**config.mk**
```make
export PLATFORM = sky130hd
export DESIGN_NAME = rdata_merge
export DESIGN_NICKNAME = d
export VERILOG_FILES = /design/src/rtl/mem_geom_pkg.sv /design/src/rtl/rdata_merge.sv
export SDC_FILE = /design/constraint.sdc
export NUM_CORES = 1
export LEC_CHECK = 0
export BUFFER_PORTS_ARGS = -buffer_cell sky130_fd_sc_hd__buf_2
export CAP_MARGIN = 15
export CORE_AREA = 4 4 73 75
export DETAILED_ROUTE_END_ITERATION = 7
export DIE_AREA = 0 0 77 79
export PLACE_DENSITY = 0.73
export SETUP_SLACK_MARGIN = 0.2
export SLEW_MARGIN = 15
export SYNTH_ARGS = -nofsm -noshare
export SYNTH_HDL_FRONTEND = slang
export SYNTH_SLANG_ARGS = --single-unit
```
**constraint.sdc**
```tcl
create_clock -name clk -period 2.5 [get_ports clk]
set_input_delay 0.5 -clock clk [delete_from_list [all_inputs] [get_ports clk]]
set_output_delay 0.5 -clock clk [all_outputs]
set_load 0.005 [all_outputs]
```
**src/rtl/mem_geom_pkg.sv**
```systemverilog
// ======================================================================
// Geometry of the tiled single-port RAM: 1024 words of 64 bits.
// The address space is split into NUM_BANKS equal banks, and the
// top address bits pick the bank. NUM_BANKS must be a power of two.
// ======================================================================
`default_nettype none

package mem_geom_pkg;

    // word and address geometry
    localparam int DATA_W    = 64;                         // bits per memory word
    localparam int ADDR_W    = 10;                         // full word address
    localparam int NUM_BANKS = 2;                          // address banks side by side
    localparam int BANK_AW   = ADDR_W - $clog2(NUM_BANKS); // address inside one bank

    // one memory word
    typedef logic [DATA_W-1:0] data_t;

    // per-bit write mask, 1 writes the bit
    typedef logic [DATA_W-1:0] mask_t;

    // full address as seen on the port
    typedef logic [ADDR_W-1:0] addr_t;

    // address presented to the macros of one bank
    typedef logic [BANK_AW-1:0] bank_addr_t;

endpackage : mem_geom_pkg

`default_nettype wire

```
**src/rtl/rdata_merge.sv**
```systemverilog
// ======================================================================
// Read-data combiner of the two banks.
// The bank of the last read is held in a register, so dout stays on
// that result while the other bank, or the same one, takes writes.
// ======================================================================
`timescale 1ns/1ps
`default_nettype none

module rdata_merge
    import mem_geom_pkg::*;
(
    input  logic  clk,
    input  logic  rst_n,
    input  logic  rd_strobe,   // ce and not we
    input  logic  rd_bank,     // top address bit of the request
    input  data_t bank0_rdata,
    input  data_t bank1_rdata,
    output data_t dout
);

    logic bank_q; // bank that served the last read

    // updates on the same edge as the macro output registers
    always_ff @(posedge clk or negedge rst_n) begin
        if (!rst_n) begin
            bank_q <= 1'b0;
        end else if (rd_strobe) begin
            bank_q <= rd_bank;
        end
    end

    // steer the owning bank to the port
    always_comb begin
        if (bank_q) begin
            dout = bank1_rdata;
        end else begin
            dout = bank0_rdata;
        end
    end

endmodule : rdata_merge

`default_nettype wire

```
==> results of run 1 <==
-- worst reg2reg max path, stage by stage (launching register included) --
cell,delay (ps)
sky130_fd_sc_hd__dfrtp_4,460
sky130_fd_sc_hd__buf_12,240
sky130_fd_sc_hd__mux2_2,320
-- final cells by class --
class,count,area [µm²],share of cell area
multi-input combinational,65,916,0.456
tap,54,67.6,0.0336
sequential,1,28.8,0.0143
timing repair buffer,196,996,0.496
-- kinds of logic (layout without fill, tap and decap cells) --
family | Yosys count | after routing
buf+inv | 7 | 196
flops | 1 | 1
mux | 65 | 65
-- cells in the final DEF (no fill, tap or decap) --
| cell type | count |
|---|---|
| sky130_fd_sc_hd__mux2_2 | 16 |
| sky130_fd_sc_hd__dfrtp_4 | 1 |
| sky130_fd_sc_hd__buf_2 | 195 |
| sky130_fd_sc_hd__mux2_4 | 49 |
| sky130_fd_sc_hd__buf_12 | 1 |
-- metrics by stage --
stage                     std cells  setup WS, ps  area, µm²
final                           316           703       2010
after global routing            316           663       2010
after CTS                       316           696       2010
after detailed placement        316           698       2010
after global placement          316           725       2010
after floorplan                  73          1050       1010
-- path summary, 6_finish.rpt --
path | from | end | slack [ps] | cells after the start
max | bank_q | dout[0] | 700 | 3
min | rst_n | bank_q | 280 | 1
max reg2reg | bank_q | bank_q | 1360 | 2
min reg2reg | bank_q | bank_q | 1040 | 2
max in group asynchronous | rst_n | bank_q | 2130 | 1
min in group clk | rd_bank | bank_q | 740 | 2
-- routing by layer --
| layer | routed length (µm) | share of wire | vias up | track usage |
|---|---|---|---|---|
| li1 | - | - | 656 | - |
| met1 | 2030 | 0.40 | 602 | 0.175 |
| met2 | 2490 | 0.49 | 112 | 0.287 |
| met3 | 585 | 0.11 | 0 | 0.0363 |
| met4 | 0 | 0 | 0 | 0 |
| met5 | 0 | 0 | - | 0 |
-- cell usage after synthesis --
library cell | instances | share of area
sky130_fd_sc_hd__buf_2 | 1 | 0.0049
sky130_fd_sc_hd__dfrtp_1 | 1 | 0.025
sky130_fd_sc_hd__mux2_2 | 16 | 0.18
sky130_fd_sc_hd__mux2_4 | 49 | 0.73
sky130_fd_sc_hd__buf_6 | 6 | 0.067
-- report_power, final --
| group | internal, W | total, W | switching [W] | leakage (nW) |
|---|---|---|---|---|
| sequential | 0.0000192 | 0.0000205 | 0.00000133 | 0.0108 |
| combinational | 0.000303 | 0.000468 | 0.000165 | 1.24 |
| clock | 0 | 0 | 0 | 0 |
| total | 0.000322 | 0.000489 | 0.000167 | 1.25 |
==> results.rst, run 1 <==
.. list-table::
   :header-rows: 1

   * - Metric
     - Value
   * - Dominant combinational cell family by area after synthesis
     - multiplexers
   * - Number of hold-repair buffers added at the cts stage
     - 0
   * - Number of ports placed on the die boundary
     - approximately 200
   * - Sequential cell area fraction in the yosys report
     - 0.0247
   * - Cell with the biggest individual delay on the critical path
     - sky130_fd_sc_hd__dfrtp_4
   * - Cell-by-cell trace of the critical path
     - buf_12 -> mux2_2 -> buf_2
   * - Critical path capture point type
     - primary output
   * - CP max stage delay
     - just under 400 ps
   * - Area inside the core boundary
     - 4660 µm²
   * - Regs by FF count
     - bank_q x1
   * - Static Leak
     - 1.25 nW
   * - Cells after synthesis
     - 73
   * - Number of hold violations in the final report
     - 0
   * - Initial cell density of the core
     - 0.217
   * - Number of antenna violations at the first check in global routing
     - 0
   * - Worst clock skew
     - 0 ps
   * - Average footprint of a synthesized cell
     - around 14 µm²
   * - Detailed placer's ending HPWL
     - 4.60 mm
   * - Setup Fix Bufs, Post-CTS
     - 0
   * - Simple-gate share of the synthesized area
     - 0
   * - Cell family with the largest share of critical-path delay
     - buffers and inverters
   * - Initial drt markers
     - 20
   * - Number of global-route vias before repair
     - approximately 1500
   * - Clock transition at the registers of the reported paths
     - 0 ps
   * - Max-slew violation count
     - 0
   * - Multiplexer fraction of the synthesized cell area
     - 0.904
   * - Number of nets produced by synthesis
     - a little over 200
   * - Worst slew pin tran
     - between 400 and 500 ps
   * - Biggest register
     - bank_q
   * - Fraction of the mapped netlist area in adder cells
     - 0
   * - GRT Resource Usage Total
     - 0.148
   * - Count of endpoints failing setup in the final report
     - 0
   * - Final critical delay including setup and external delays
     - between 1500 and 2000 ps
   * - Maximum net fanout on the critical path
     - 65
   * - Chip width
     - just under 80 µm
   * - Number of fill cells
     - 460
   * - Outcome
     - finished, final reports clean
   * - Flip-flop and latch count after synthesis
     - 1
   * - Max-cap violations
     - 0
   * - First drt pass iteration count
     - 4
   * - Die height
     - 79 µm
   * - Die Footprint
     - around 6100 µm²
   * - Routability Congestion
     - ~0.77
   * - P&R area growth vs syn
     - 98.1%
   * - Max_slew headroom
     - 0.709
   * - Post-layout nets
     - 396
   * - Critical path required time
     - about 2000 ps
   * - Hold/Removal Path Class
     - input pin to async pin
   * - Final worst hold slack
     - 275 ps
   * - Count of input and output buffers
     - about 200
   * - Total Negative Setup Slacks
     - 0 ps
   * - Crit Path Category
     - register to primary output
   * - RSZ-0062 raised after global routing
     - false
   * - Layout cells sized above 1
     - 1.00
   * - Fraction of the mapped netlist area in compound gates
     - 0
   * - Share of the core filled with cells
     - 0.431
   * - Total inserted antenna cells
     - 0
   * - Combined area of all synthesized cells
     - 1010 µm²
   * - Remaining number of nets flagged by the antenna check after routing
     - 0
   * - Aggregate routed wire length
     - 5.11 mm
   * - Final cycle utilization of the critical path
     - 0.719
   * - Power density over cell area
     - about 240 nW/µm²
   * - Post-layout total power
     - between 0.0004 and 0.0005 W
   * - Global-route wire length before repair
     - 7.40 mm
   * - Kind of launch point of the worst setup path
     - register
   * - Area share of xor/xnor cells in the synthesized design
     - 0
   * - Site Rows
     - 25
   * - Count of unresolved DRC violations after routing
     - 0
   * - Largest register FFs
     - 1
   * - Number of unique standard cell types used by synthesis
     - 5
   * - Global route total overflow
     - 0
   * - Yosys warning total
     - 0
   * - Wire length per cell after detailed routing
     - between 15 and 20 µm
   * - Maximum achievable frequency
     - about 0.56 GHz
   * - Post-CTS resize count
     - 0
   * - Worst path buffer plus inverter count
     - 2
   * - Maximum number of pins on one net before global-route repair
     - 66
   * - Clk_lat worst skew
     - 0 ps
   * - IR drop worst, VDD
     - between 0.15 and 0.2 mV
   * - Per-cell via count in the routed design
     - approximately 4.3
   * - Total via count in the routed design
     - 1370
   * - Arrival time worst endpoint
     - roughly 1300 ps
(Power assumes the default switching activity.)
==> inputs of run 2 (changes only) <==
--- a/config.mk
+++ b/config.mk
@@ -7,10 +7,10 @@
 export LEC_CHECK = 0
 export BUFFER_PORTS_ARGS = -buffer_cell sky130_fd_sc_hd__buf_2
 export CAP_MARGIN = 15
-export CORE_AREA = 4 4 73 75
+export CORE_AREA = 4 4 74 76
 export DETAILED_ROUTE_END_ITERATION = 7
-export DIE_AREA = 0 0 77 79
-export PLACE_DENSITY = 0.73
+export DIE_AREA = 0 0 78 80
+export PLACE_DENSITY = 0.72
 export SETUP_SLACK_MARGIN = 0.2
 export SLEW_MARGIN = 15
 export SYNTH_ARGS = -nofsm -noshare
==> constraint.sdc (replaced) <==
create_clock -name clk -period 1.8 [get_ports clk]
set_input_delay 0.36 -clock clk [delete_from_list [all_inputs] [get_ports clk]]
set_output_delay 0.36 -clock clk [all_outputs]
set_load 0.005 [all_outputs]
==> run 2 against run 1 <==
  * Sequential cell count unchanged
  * Global-route usage down 1.2 points
  * Clock skew unchanged
  * Cell area up 2.6%
  * First-iteration DRC count up 70%
  * Via count down 1.5%
  * Die area up 2.6%
  * Total power up 42%
  * Register-to-register slack worse by 690 ps
  * Hold slack worse by 140 ps
  * Utilization up 0.52 points
  * Largest cell class unchanged
  * Largest power group unchanged
==> results.rst, run 2 (synthesized netlist as in run 1, its figures left out) <==
.. list-table::
   :header-rows: 1

   * - Metric
     - Value
   * - Placed cell count
     - 332 (+5.1%)
   * - Power density over cell area
     - 336 nW/µm² (+38%)
   * - Total via count in the routed design
     - 1349 (-1.5%)
   * - Maximum number of pins on one net before global-route repair
     - 25 (-62%)
   * - Highest-count cells in the layout ignoring fill and taps
     - sky130_fd_sc_hd__buf_2, sky130_fd_sc_hd__mux2_4, sky130_fd_sc_hd__mux2_2
   * - Min setup slack post-route
     - 199 ps (-503 ps)
   * - Number of antenna violations at the first check in global routing
     - 0 (unchanged)
   * - Largest register FFs
     - 1 (unchanged)
   * - Kind of launch point of the worst setup path
     - register
   * - Wire length per cell after detailed routing
     - 15.0 µm (-7.2%)
   * - Count of unresolved DRC violations after routing
     - 0 (unchanged)
   * - Number of fill cells
     - 476 (+3.5%)
   * - Layout cells sized above 1
     - 1.00 (unchanged)
   * - Max_slew headroom
     - 0.869 (+0.160)
   * - Post-layout total power
     - 0.000692 W (+42%)
   * - First drt pass iteration count
     - 4 (unchanged)
   * - Number of hold-repair buffers added at the cts stage
     - 0 (unchanged)
   * - Number of ports placed on the die boundary
     - 196 (unchanged)
   * - Area inside the core boundary
     - 4720 µm² (+1.3%)
   * - Global-route wire length before repair
     - 7.02 mm (-5.2%)
   * - Post-Place Setup Slack
     - 195 ps (-503 ps)
   * - Detailed placer's ending HPWL
     - 4.63 mm (+0.58%)
   * - IR drop worst, VDD
     - 0.214 mV (+42%)
   * - Hold/Removal Path Class
     - input pin to async pin
   * - Final instance area
     - 2060 µm² (+2.6%)
   * - Number of hold violations in the final report
     - 0 (unchanged)
   * - Top layer used by detailed routing
     - met3
   * - Regs by FF count
     - bank_q x1
   * - Critical path required time
     - 1440 ps (-560 ps)
   * - Most frequent standard cell in the layout excluding fill and tap cells
     - sky130_fd_sc_hd__buf_2
   * - Routability Congestion
     - 0.870 (+14%)
   * - Global route total overflow
     - 0 (unchanged)
   * - Initial cell density of the core
     - 0.215 (-0.00288)
   * - Reg2reg path depth
     - 2 (unchanged)
   * - P&R area growth vs syn
     - 103%
   * - Final critical delay including setup and external delays
     - ~1600 ps
   * - Worst clock skew
     - 0 ps (unchanged)
   * - Site Rows
     - 25 (unchanged)
   * - Arrival time worst endpoint
     - 1240 ps (-60 ps)
   * - Clk_lat worst skew
     - 0 ps (unchanged)
   * - Maximum achievable frequency
     - ~0.62 GHz
   * - Max-cap violations
     - 0 (unchanged)
   * - Die height
     - 80 µm (+1.3%)
   * - Crit Path Category
     - register to primary output
   * - Critical path capture point type
     - primary output
   * - Chip width
     - 78 µm (+1.3%)
   * - Post-CTS resize count
     - 0 (unchanged)
   * - RSZ-0062 raised after global routing
     - true
   * - Static Leak
     - 1.27 nW (+1.5%)
   * - Clock transition at the registers of the reported paths
     - 0 ps (unchanged)
   * - Max-slew violation count
     - 0 (unchanged)
   * - Routed wire length on met3
     - 496 µm (-15%)
   * - Aggregate routed wire length
     - 4.98 mm (-2.5%)
   * - Placed inst area
     - 2060 µm² (+2.6%)
   * - Post-layout nets
     - 399 (+0.76%)
   * - Met1 WL
     - 1.79 mm (-12%)
   * - Per-cell via count in the routed design
     - 4.06 (-6.3%)
   * - Maximum net fanout on the critical path
     - 24 (-63%)
   * - Die Footprint
     - 6240 µm² (+2.6%)
   * - GRT Resource Usage Total
     - 0.137 (-0.0117)
   * - Final cycle utilization of the critical path
     - 0.889
   * - Worst slew pin tran
     - 197 ps (-239 ps)
   * - Routed met2 length
     - 2.70 mm (+8.1%)
   * - Remaining number of nets flagged by the antenna check after routing
     - 0 (unchanged)
   * - Number of global-route vias before repair
     - 1400 (-8.6%)
   * - Initial drt markers
     - 34 (+70%)
   * - Total inserted antenna cells
     - 0 (unchanged)
   * - Outcome
     - finished, final reports clean
   * - Count of endpoints failing setup in the final report
     - 0 (unchanged)
   * - Count of input and output buffers
     - 195 (unchanged)
   * - Count of non-filler cells in the finished layout
     - 332 (+5.1%)
   * - Biggest register
     - bank_q
   * - Total Negative Setup Slacks
     - 0 ps (unchanged)
## run 2: cell types whose count changed in the layout (fill, tap and decap cells not counted), sizes merged
| cell | delta |
|---|---|
| buf | +3 |
## run 2: worst paths after layout
check                      endpoint  slack [ps]    start
max                         dout[0]         200   bank_q
min                          bank_q         140    rst_n
max reg2reg                  bank_q         670   bank_q
min reg2reg                  bank_q         910   bank_q
max in group asynchronous    bank_q        1570    rst_n
min in group clk             bank_q         600  rd_bank
## run 2: routing by layer
metal  vias up  GRT usage
li1        662          -
met1       594      0.154
met2        93      0.280
met3         0     0.0237
met4         0          0
met5         -          0
## run 2: timing repair
item | 4_1_cts | 5_1_grt
setup buffers | 0 | 0
gates cloned | 0 | 0
endpoints found under the setup margin | 2 | 9
## run 2: metrics by stage
stage               hold slack (ps)   util
finish                          136  0.436
global route                    139  0.436
CTS                             138  0.436
detailed placement              138  0.436
global placement                135  0.436
floorplan                      64.4      -
## run 2: cell type report
type | count | area [µm²] | area share
repair buffers | 199 | 1030 | 0.501
flip-flops and latches | 1 | 28.8 | 0.0140
well taps | 67 | 83.8 | 0.0407
multi-input cells | 65 | 916 | 0.445
## run 2: report_power, final
part           switching [W]  internal [W]
clock                      0             0
combinational       0.000221      0.000433
sequential         0.0000113     0.0000268
## run 2: worst max-delay path, stage by stage (launching register included)
cell                      delay, ps
sky130_fd_sc_hd__dfrtp_4        510
sky130_fd_sc_hd__buf_12         230
sky130_fd_sc_hd__mux2_2         350
sky130_fd_sc_hd__buf_2          130
